### config.mk
export PLATFORM = sky130hd
export DESIGN_NAME = request_capture_flat
export DESIGN_NICKNAME = d
export VERILOG_FILES = /design/src/logic/eeprom_pkg.sv /design/src/logic/host_pkg.sv /design/src/logic/fifo_if.sv /design/src/logic/request_capture.sv /design/src/flat_wrapper.sv
export SDC_FILE = /design/constraint.sdc
export NUM_CORES = 1
export LEC_CHECK = 0
export BUFFER_PORTS_ARGS = -buffer_cell sky130_fd_sc_hd__buf_2
export CAP_MARGIN = 25
export CORE_AREA = 2 2 39 41
export CTS_CLUSTER_DIAMETER = 200
export CTS_CLUSTER_SIZE = 16
export DETAILED_ROUTE_END_ITERATION = 16
export DIE_AREA = 0 0 41 43
export GPL_ROUTABILITY_DRIVEN = 0
export PLACE_DENSITY_LB_ADDON = 0.2
export SKIP_CTS_REPAIR_TIMING = 1
export SYNTH_ARGS = -nofsm -noshare
export SYNTH_HDL_FRONTEND = slang
export SYNTH_SLANG_ARGS = --single-unit
### constraint.sdc
create_clock -name CLK -period 1.85 [get_ports CLK]
set_clock_uncertainty 0.05 [all_clocks]
set_input_delay 0.37 -clock CLK [delete_from_list [all_inputs] [get_ports CLK]]
set_output_delay 0.37 -clock CLK [all_outputs]
set_load 0.05 [all_outputs]
### src/logic/eeprom_pkg.sv
package eeprom_pkg;

    // 2 KB device, eight 256-byte blocks
    localparam int ADDR_BITS = 11;
    localparam int DATA_BITS = 8;

    // address bits that ride in the control byte
    localparam int BLOCK_BITS = ADDR_BITS - DATA_BITS;

    localparam logic [3:0] DEVICE_CODE = 4'b1010; // fixed 24Cxx prefix

    localparam int SCL_DIV = 4; // CLK cycles per bus bit, scl toggles every half

endpackage

### src/logic/host_pkg.sv
package host_pkg;

    typedef enum logic {
        OP_WRITE,
        OP_READ
    } op_t;

    // one queued host request
    typedef struct packed {
        op_t                              op;
        logic [eeprom_pkg::ADDR_BITS-1:0] addr;
        logic [eeprom_pkg::DATA_BITS-1:0] data; // ignored for reads
    } request_t;

    localparam int FIFO_DEPTH = 4; // entries per queue

endpackage

### src/logic/fifo_if.sv
interface fifo_if #(
    parameter type item_t = logic [eeprom_pkg::DATA_BITS-1:0]
);
    logic  push;
    item_t wdata;
    logic  full;
    logic  pop;
    logic  empty;
    item_t rdata; // oldest entry while empty is low

    modport writer (
        output push,
        output wdata,
        input  full
    );

    modport store (
        input  push,
        input  wdata,
        input  pop,
        output full,
        output empty,
        output rdata
    );

    modport reader (
        output pop,
        input  empty,
        input  rdata
    );

endinterface

### src/logic/request_capture.sv
module request_capture (
    input  logic                             CLK,
    input  logic                             RESET,
    input  logic                             wr,
    input  logic                             rd,
    input  logic [eeprom_pkg::ADDR_BITS-1:0] addr,
    input  logic [eeprom_pkg::DATA_BITS-1:0] wdata,
    fifo_if.writer                           q,
    output logic                             overrun
);
    import host_pkg::*;

    logic     pend; // a strobe was seen last cycle
    request_t req_r;

    always_ff @(posedge CLK)
    begin
        if (RESET)
            pend <= 1'b0;
        else
            pend <= wr || rd;
    end

    always_ff @(posedge CLK)
    begin
        if (wr || rd)
        begin
            req_r.op   <= wr ? OP_WRITE : OP_READ; // wr wins
            req_r.addr <= addr;
            req_r.data <= wdata;
        end
    end

    assign q.wdata = req_r;
    assign q.push  = pend && !q.full;
    assign overrun = pend && q.full; // request dropped

    // host must not strobe both at once
    assert property (@(posedge CLK) disable iff (RESET) !(wr && rd))
        else $error("%t: wr and rd strobed in the same cycle", $time);

endmodule

### src/flat_wrapper.sv
// flat-port wrapper written by rule: the top's interface ports become plain ports
module request_capture_flat import host_pkg::*;
  (CLK, RESET, wr, rd, addr, wdata, overrun, q_push, q_wdata, q_full);
  fifo_if q_i ();
  input  logic CLK;
  input  logic RESET;
  input  logic wr;
  input  logic rd;
  input  logic [eeprom_pkg::ADDR_BITS-1:0] addr;
  input  logic [eeprom_pkg::DATA_BITS-1:0] wdata;
  output logic overrun;
  output wire logic [$bits(q_i.push)-1:0] q_push;
  output wire logic [$bits(q_i.wdata)-1:0] q_wdata;
  input wire logic [$bits(q_i.full)-1:0] q_full;
  assign q_push = q_i.push;
  assign q_wdata = q_i.wdata;
  assign q_i.full = q_full;
  request_capture u_core (.CLK(CLK), .RESET(RESET), .wr(wr), .rd(rd), .addr(addr), .wdata(wdata), .q(q_i), .overrun(overrun));
endmodule
==> impl_results.md <==
* Status: finished clean
* Fin nets at 64
* Least-Margin Pin Slew at 342 ps
* Num CTS Buffers at 3
* Number of routed nets with antenna violations at 0
* Main area contributors after synthesis: edfxtp_1, dfxtp_1, o21ba_2, and2_1, nor2b_1
* Syn Std Cell Area at 289 um2
* First-pass GRT wire length at about 700 um
* Total die area at around 1800 um2
* Worst EP arrival at 930 ps
* Layout cells sized above 1 at 66.7%
* Max frequency at roughly 740 MHz
* Drt wl/cell at 8.56 um
* Final Hold Fails at 0
* Clock Sinks at 9
* P_sw at 144 uW
* Depth of the CTS H-tree at 1
* Synth Warn # at 0
* P&R area growth vs syn at 54.1%
* Worst vdd rail ir drop at 0.546 mV
* Crit start category: flop
* Largest net degree at the start of global routing at 9
* Netlist cell types at 6
* Vias in the first global route at around 190
* Crit path max fanout at 2
* Root buffer cell: clkbuf_4
* Input/output buffers at 22
* Antenna diode count at 0
* DRT Pass-1 Iters at 2
* Top cell type's share of synthesized area at 83.1%
* Worst Setup End Kind: output pin
* Final Core Density at roughly 32%
* Int Pwr at 347 uW
* HP Class: input pin to flop
* Pleak at 0.000203 uW
* Slew headroom at 77.2%
* Cells after synthesis at 13
* Sequential-to-total area share from yosys stat at 90.0%
* DRT iter0 DRCs at 2
* Gr ovfl total at 0
* Total Routing Usage GR at 6.51%
* Setup violators final at 0
* Chip Height at 43 um
* P per Cell Area at 1100 nW/um2
* Comb power frac at a little over a fifth
* Drt drc at 0
* Initial core utilization at 20.9%
* Register bit total from synthesis at 9
* Largest area contributor in the netlist: edfxtp_1
* Max Cap Viol at 0
* Clock Pin Slew Worst Setup and Hold Paths at 60 ps
* Vias per std cell at 3.67
* Worst Path Required at 1430 ps
* Initial antenna violation count at 0
* Sequential power share at roughly half
* I/O pins at 34
* Avg Inst Size Synth at 22.2 um2
* Fin Setup TNS at 0 ps
* Via count at just over 200
* Core Area at approximately 1400 um2
* Syn Nets at 37
* Rows at 14
* TritonCTS clock tree: done
* Die span in x at 41 um
* RSZ-0062 raised after global routing: no
* Clock power frac at 29.4%
* CTS max path bufs at 2
* Minimum clock period at between 1000 and 1500 ps
* Max Slew Vio Count at 0
* Crit path kind: flop to output pin
* Final Cycle Share at 73.2%
* Sw Share at 29.3%
* Routed WL at 471 um
-- Yosys cell counts --
cell / number
or2_1: 1
and2_1: 1
o21ba_2: 1
edfxtp_1: 8
dfxtp_1: 1
nor2b_1: 1
-- worst paths after layout --
check                        from                 to  slack [ps]  cells past startpoint
worst max-delay path  u_core.pend             q_push         500                      2
worst min-delay path     wdata[3]  u_core.q.wdata[3]         240                      1
-- power groups by stage --
stage | sequential [uW] | clock [uW] | combinational (uW)
4_1_cts | 244 | 151 | 104
6_report | 244 | 145 | 103
3_3_place_gp | 248 | 0 | 103
2_1_floorplan | 308 | 0 | 14.5
3_5_place_dp | 249 | 0 | 104
5_1_grt | 246 | 163 | 108
-- cell families after synthesis --
kind of cell / after synthesis / synth area share [%]
DFF: 9 / 90.0
AOI/OAI and AO/OA: 1 / 3.46
and+or+nand+nor: 3 / 6.50
-- through the flow --
stage / cells / worst slack (ps) / area, um2 / power [uW] / hold slack [ps]
after floorplan: 13 / 371 / 289 / 323 / 419
after global placement: 51 / 609 / 419 / 352 / 496
after detailed placement: 51 / 609 / 419 / 353 / 498
after CTS: 55 / 483 / 445 / 499 / 233
after global routing: 55 / 417 / 445 / 518 / 229
final: 55 / 495 / 445 / 491 / 240
-- state kept, by name, indices dropped and copies added (netlist names) --
register and count:
u_core.q.wdata 8, u_core.pend 1
-- layer usage --
layer	track usage, %	up-vias	part of all wire, %
li1	-	100	-
met1	5.03	87	35
met2	9.69	15	50
met3	6.28	0	15
met4	4.00	0	0
met5	0	-	0
-- worst max-delay path, cell delays in order (launching register included) --
cell and delay (ps):
dfxtp_1 310, nor2b_1 110, buf_2 260
-- cell type report --
cell class / count / area [um2]
Fill cell: 137 / 938
Tap cell: 16 / 20.0
Clock buffer: 4 / 26.3
Timing Repair Buffer: 22 / 110
Sequential cell: 9 / 260
Multi-Input combinational cell: 4 / 28.8
-- placed cells by master, fill, tap and decap left out --
master	Yosys	routed
and2_1	1	1
buf_2	0	22
clkbuf_1	0	1
clkbuf_4	0	3
dfxtp_1	1	1
edfxtp_1	8	8
nor2b_1	1	1
o21ba_2	1	1
or2_1	1	1
(Power assumes the default switching activity.)
