File: src/logic/eeprom_pkg.sv
package eeprom_pkg;

    // 2 KB device, eight 256-byte blocks
    localparam int ADDR_BITS = 11;
    localparam int DATA_BITS = 8;

    // address bits that ride in the control byte
    localparam int BLOCK_BITS = ADDR_BITS - DATA_BITS;

    localparam logic [3:0] DEVICE_CODE = 4'b1010; // fixed 24Cxx prefix

    localparam int SCL_DIV = 4; // CLK cycles per bus bit, scl toggles every half

endpackage

File: src/logic/host_pkg.sv
package host_pkg;

    typedef enum logic {
        OP_WRITE,
        OP_READ
    } op_t;

    // one queued host request
    typedef struct packed {
        op_t                              op;
        logic [eeprom_pkg::ADDR_BITS-1:0] addr;
        logic [eeprom_pkg::DATA_BITS-1:0] data; // ignored for reads
    } request_t;

    localparam int FIFO_DEPTH = 4; // entries per queue

endpackage

File: src/logic/fifo_if.sv
interface fifo_if #(
    parameter type item_t = logic [eeprom_pkg::DATA_BITS-1:0]
);
    logic  push;
    item_t wdata;
    logic  full;
    logic  pop;
    logic  empty;
    item_t rdata; // oldest entry while empty is low

    modport writer (
        output push,
        output wdata,
        input  full
    );

    modport store (
        input  push,
        input  wdata,
        input  pop,
        output full,
        output empty,
        output rdata
    );

    modport reader (
        output pop,
        input  empty,
        input  rdata
    );

endinterface

File: src/logic/transfer_fifo.sv
module transfer_fifo #(
    parameter type item_t = logic [eeprom_pkg::DATA_BITS-1:0]
) (
    input  logic   CLK,
    input  logic   RESET,
    fifo_if.store  q
);
    import host_pkg::*;

    item_t                           mem [FIFO_DEPTH];
    logic [$clog2(FIFO_DEPTH)-1:0]   wr_ptr;
    logic [$clog2(FIFO_DEPTH)-1:0]   rd_ptr;
    logic [$clog2(FIFO_DEPTH+1)-1:0] count;
    logic                            do_push;
    logic                            do_pop;

    assign q.full  = (count == FIFO_DEPTH);
    assign q.empty = (count == 0);
    assign q.rdata = mem[rd_ptr];

    assign do_push = q.push && !q.full;
    assign do_pop  = q.pop && !q.empty;

    always_ff @(posedge CLK)
    begin
        if (do_push)
            mem[wr_ptr] <= q.wdata;
    end

    always_ff @(posedge CLK)
    begin
        if (RESET)
        begin
            wr_ptr <= '0;
            rd_ptr <= '0;
            count  <= '0;
        end
        else
        begin
            if (do_push)
                wr_ptr <= (wr_ptr == FIFO_DEPTH - 1) ? '0 : wr_ptr + 1'b1;
            if (do_pop)
                rd_ptr <= (rd_ptr == FIFO_DEPTH - 1) ? '0 : rd_ptr + 1'b1;
            case ({do_push, do_pop})
                2'b10:   count <= count + 1'b1;
                2'b01:   count <= count - 1'b1;
                default: count <= count; // both or neither
            endcase
        end
    end

    assert property (@(posedge CLK) disable iff (RESET) q.push |-> !q.full)
        else $error("%t: push into full queue", $time);

    assert property (@(posedge CLK) disable iff (RESET) q.pop |-> !q.empty)
        else $error("%t: pop from empty queue", $time);

endmodule

File: src/flat_wrapper.sv
// flat-port wrapper written by rule: the top's interface ports become plain ports
module transfer_fifo_flat import host_pkg::*;
#(
    parameter type item_t = logic [eeprom_pkg::DATA_BITS-1:0]
)
  (CLK, RESET, q_push, q_wdata, q_pop, q_full, q_empty, q_rdata);
  fifo_if #(.item_t(item_t)) q_i ();
  input  logic CLK;
  input  logic RESET;
  input wire logic [$bits(q_i.push)-1:0] q_push;
  input wire logic [$bits(q_i.wdata)-1:0] q_wdata;
  input wire logic [$bits(q_i.pop)-1:0] q_pop;
  output wire logic [$bits(q_i.full)-1:0] q_full;
  output wire logic [$bits(q_i.empty)-1:0] q_empty;
  output wire logic [$bits(q_i.rdata)-1:0] q_rdata;
  assign q_i.push = q_push;
  assign q_i.wdata = q_wdata;
  assign q_i.pop = q_pop;
  assign q_full = q_i.full;
  assign q_empty = q_i.empty;
  assign q_rdata = q_i.rdata;
  transfer_fifo #(.item_t(item_t)) u_core (.CLK(CLK), .RESET(RESET), .q(q_i));
endmodule
File: config.mk
export PLATFORM = sky130hd
export DESIGN_NAME = transfer_fifo_flat
export DESIGN_NICKNAME = d
export VERILOG_FILES = /design/src/logic/eeprom_pkg.sv /design/src/logic/host_pkg.sv /design/src/logic/fifo_if.sv /design/src/logic/transfer_fifo.sv /design/src/flat_wrapper.sv
export SDC_FILE = /design/constraint.sdc
export NUM_CORES = 1
export LEC_CHECK = 0
export ABC_AREA = 1
export BUFFER_PORTS_ARGS = -buffer_cell sky130_fd_sc_hd__buf_2
export CORE_ASPECT_RATIO = 0.8
export CORE_MARGIN = 3
export CORE_UTILIZATION = 48
export DETAILED_ROUTE_END_ITERATION = 12
export PLACE_DENSITY = 0.8
export REMOVE_ABC_BUFFERS = 1
export SLEW_MARGIN = 20
export SYNTH_ARGS = -nofsm -noshare
export SYNTH_HDL_FRONTEND = slang
export SYNTH_SLANG_ARGS = --single-unit
File: constraint.sdc
create_clock -name CLK -period 2.9 [get_ports CLK]
set_input_delay 0.435 -clock CLK [delete_from_list [all_inputs] [get_ports CLK]]
set_output_delay 0.435 -clock CLK [all_outputs]
set_load 0.1 [all_outputs]
==> reports/qor.yml <==
ios: 22
wire_per_inst_um: 13.88
antenna_found_initial: 0
synth-async-reset-ratio: 0
dr_total_vias: 1083
synth_edf_count: 32
grt_max_degree: 18
required_ns: 2.47
r2r_cells: 13
viasPerCell: 5.061
nets: 192
relSlewSlack: 0.4483
drive_gt1_frac: 0.2069
tns_ns: 0
path_max_fanout: 17
synth_cells: 147
synth_seq_area_share: 0.6701
clk_latency_ns: 0.29
fin_cells: 214
core_um2: 3243
hold_start: "q_wdata[5]"
drv_cap: 0
cts_tree: "yes"
holdWs_ns: 0.3632
cts_buffers: 5
worstHoldEndpoint: "u_core.mem[2][5]"
drt_iter0_drc: 63
ant_nets: 0
layout.cells.most_common: "edfxtp_1"
areaGrowthSynthToFinish_pct: 13.74
skew_ns: 0.003543
hold_viol: 0
ctsResizeCount: 0
avgSynthCellArea_um2: 11.58
portBuffers: 21
fmax_ghz: 0.4458
cts.htree.levels: 2
hpwl_mm: 2.079
worst_hold_path_type: "primary input to flip-flop"
status: "finished, final reports clean"
worstMarginPinSlew_ns: 0.8245
clockBufferDepth: 2
drv_slew: 0
cp.arrival_ns: 1.81
synth_ff_type: "edfxtp_1"
ys_warn_count: 0
grt_pass1_vias: 996
start_util: 0.5251
drc: 0
final_cell_mix: "edfxtp_1 (32), nor2_1 (29), buf_2 (21)"
end_kind: "output port"
dieHeight_um: 59.28
dr.pass1.iters: 4
reg2reg_setup_slack_ns: 1.01
setup_viol: 0
grt_pass1_wl_mm: 4.788
period_minus_slack_ns: 2.243
placedCellCount: 206
num_rows: 18
r2r_end: "u_core.count[2]"
cts_setup_buffers: 0
crit_type: "flip-flop to output port"
ys_types: 19
wl_mm: 2.970
start_kind: "flip-flop"
syn_area_um2: 1703
r2r_start: "u_core.count[1]"
n_antenna_cell: 0
clock-sinks: 41
period_share: 0.7734
root_buffer: "clkbuf_8"
clk_pin_slew_ns: 0.07
gp_congestion: 0.8346
grt.total_usage: 0.1532
fp.dieW_um: 72.59
hold_path_depth: 1
grt.overflow.total: 0
rsz0062_at_grt: "no"
fp.dieArea_um2: 4303
synth-seq-cells: 41
hold_buffers: 0
-- through the flow --
step | instance area, um2 | utilization | worst slack [ns]
floorplan | 1680 | - | 0.2501
CTS | 1937 | 0.5972 | 0.6572
global route | 1937 | 0.5972 | 0.4956
global placement | 1836 | 0.5660 | 1.024
finish | 1937 | 0.5972 | 0.6570
detailed placement | 1836 | 0.5660 | 0.9741
-- per-layer routing --
metal | part of all wire | track usage
met4 | 0.013 | 0.06579
met2 | 0.48 | 0.2249
met5 | 0 | 0
met3 | 0.076 | 0.06610
met1 | 0.43 | 0.1989
-- critical path, cell delays in order, from the launching register on --
cell and delay [ns]:
dfxtp_1 0.66, inv_2 0.24, o21ai_0 0.23, o22ai_1 0.09, buf_2 0.30
-- cell usage after synthesis, types with 2 or more instances --
| master | number | area (um2) |
|---|---|---|
| nand2_2 | 2 | 12.51 |
| ha_1 | 6 | 75.07 |
| nand3b_1 | 2 | 15.01 |
| dfxtp_1 | 9 | 180.2 |
| edfxtp_1 | 32 | 960.9 |
| inv_1 | 18 | 67.56 |
| o21ai_0 | 14 | 70.07 |
| nor2_1 | 29 | 108.9 |
| o22ai_1 | 8 | 50.05 |
| a21oi_1 | 5 | 25.02 |
| nand2_1 | 10 | 37.54 |
| o21ai_2 | 3 | 26.28 |
| nand3_1 | 2 | 10.01 |
| buf_6 | 2 | 22.52 |
-- sequential cells by signal, indices dropped and copies added (netlist names), named ones only --
signal / flops
u_core.wr_ptr: 2
u_core.rd_ptr: 2
u_core.mem: 32
u_core.count: 3
-- logic make-up after synthesis --
family          after synthesis  synth area share
simple gates                 47            0.1154
flops                        41            0.6701
compound gates               31            0.1036
buf+inv                      21           0.05510
fa+ha+maj                     7           0.05584
-- layout make-up --
cell class	count	area [um2]
clock buffer	7	96.34
clock inverter	1	5.005
fill	254	1306
inverter	19	71.32
multi-input combinational	85	467.9
sequential	41	1141
tap	40	50.05
timing repair buffer	21	105.1
-- worst max-delay path by stage --
stage,depth (start not counted),end,from,slack [ns]
floorplan,3,q_rdata[0],flip-flop,0.25
global placement,4,q_rdata[0],flip-flop,1.02
detailed placement,4,q_rdata[0],flip-flop,0.97
CTS,4,q_rdata[0],flip-flop,0.66
global route,4,q_rdata[0],flip-flop,0.50
finish,4,q_rdata[4],flip-flop,0.66
Power is left out: the tool's default activity adds up to more than one toggle a clock period on the data nets, which glitch-free logic cannot reach.
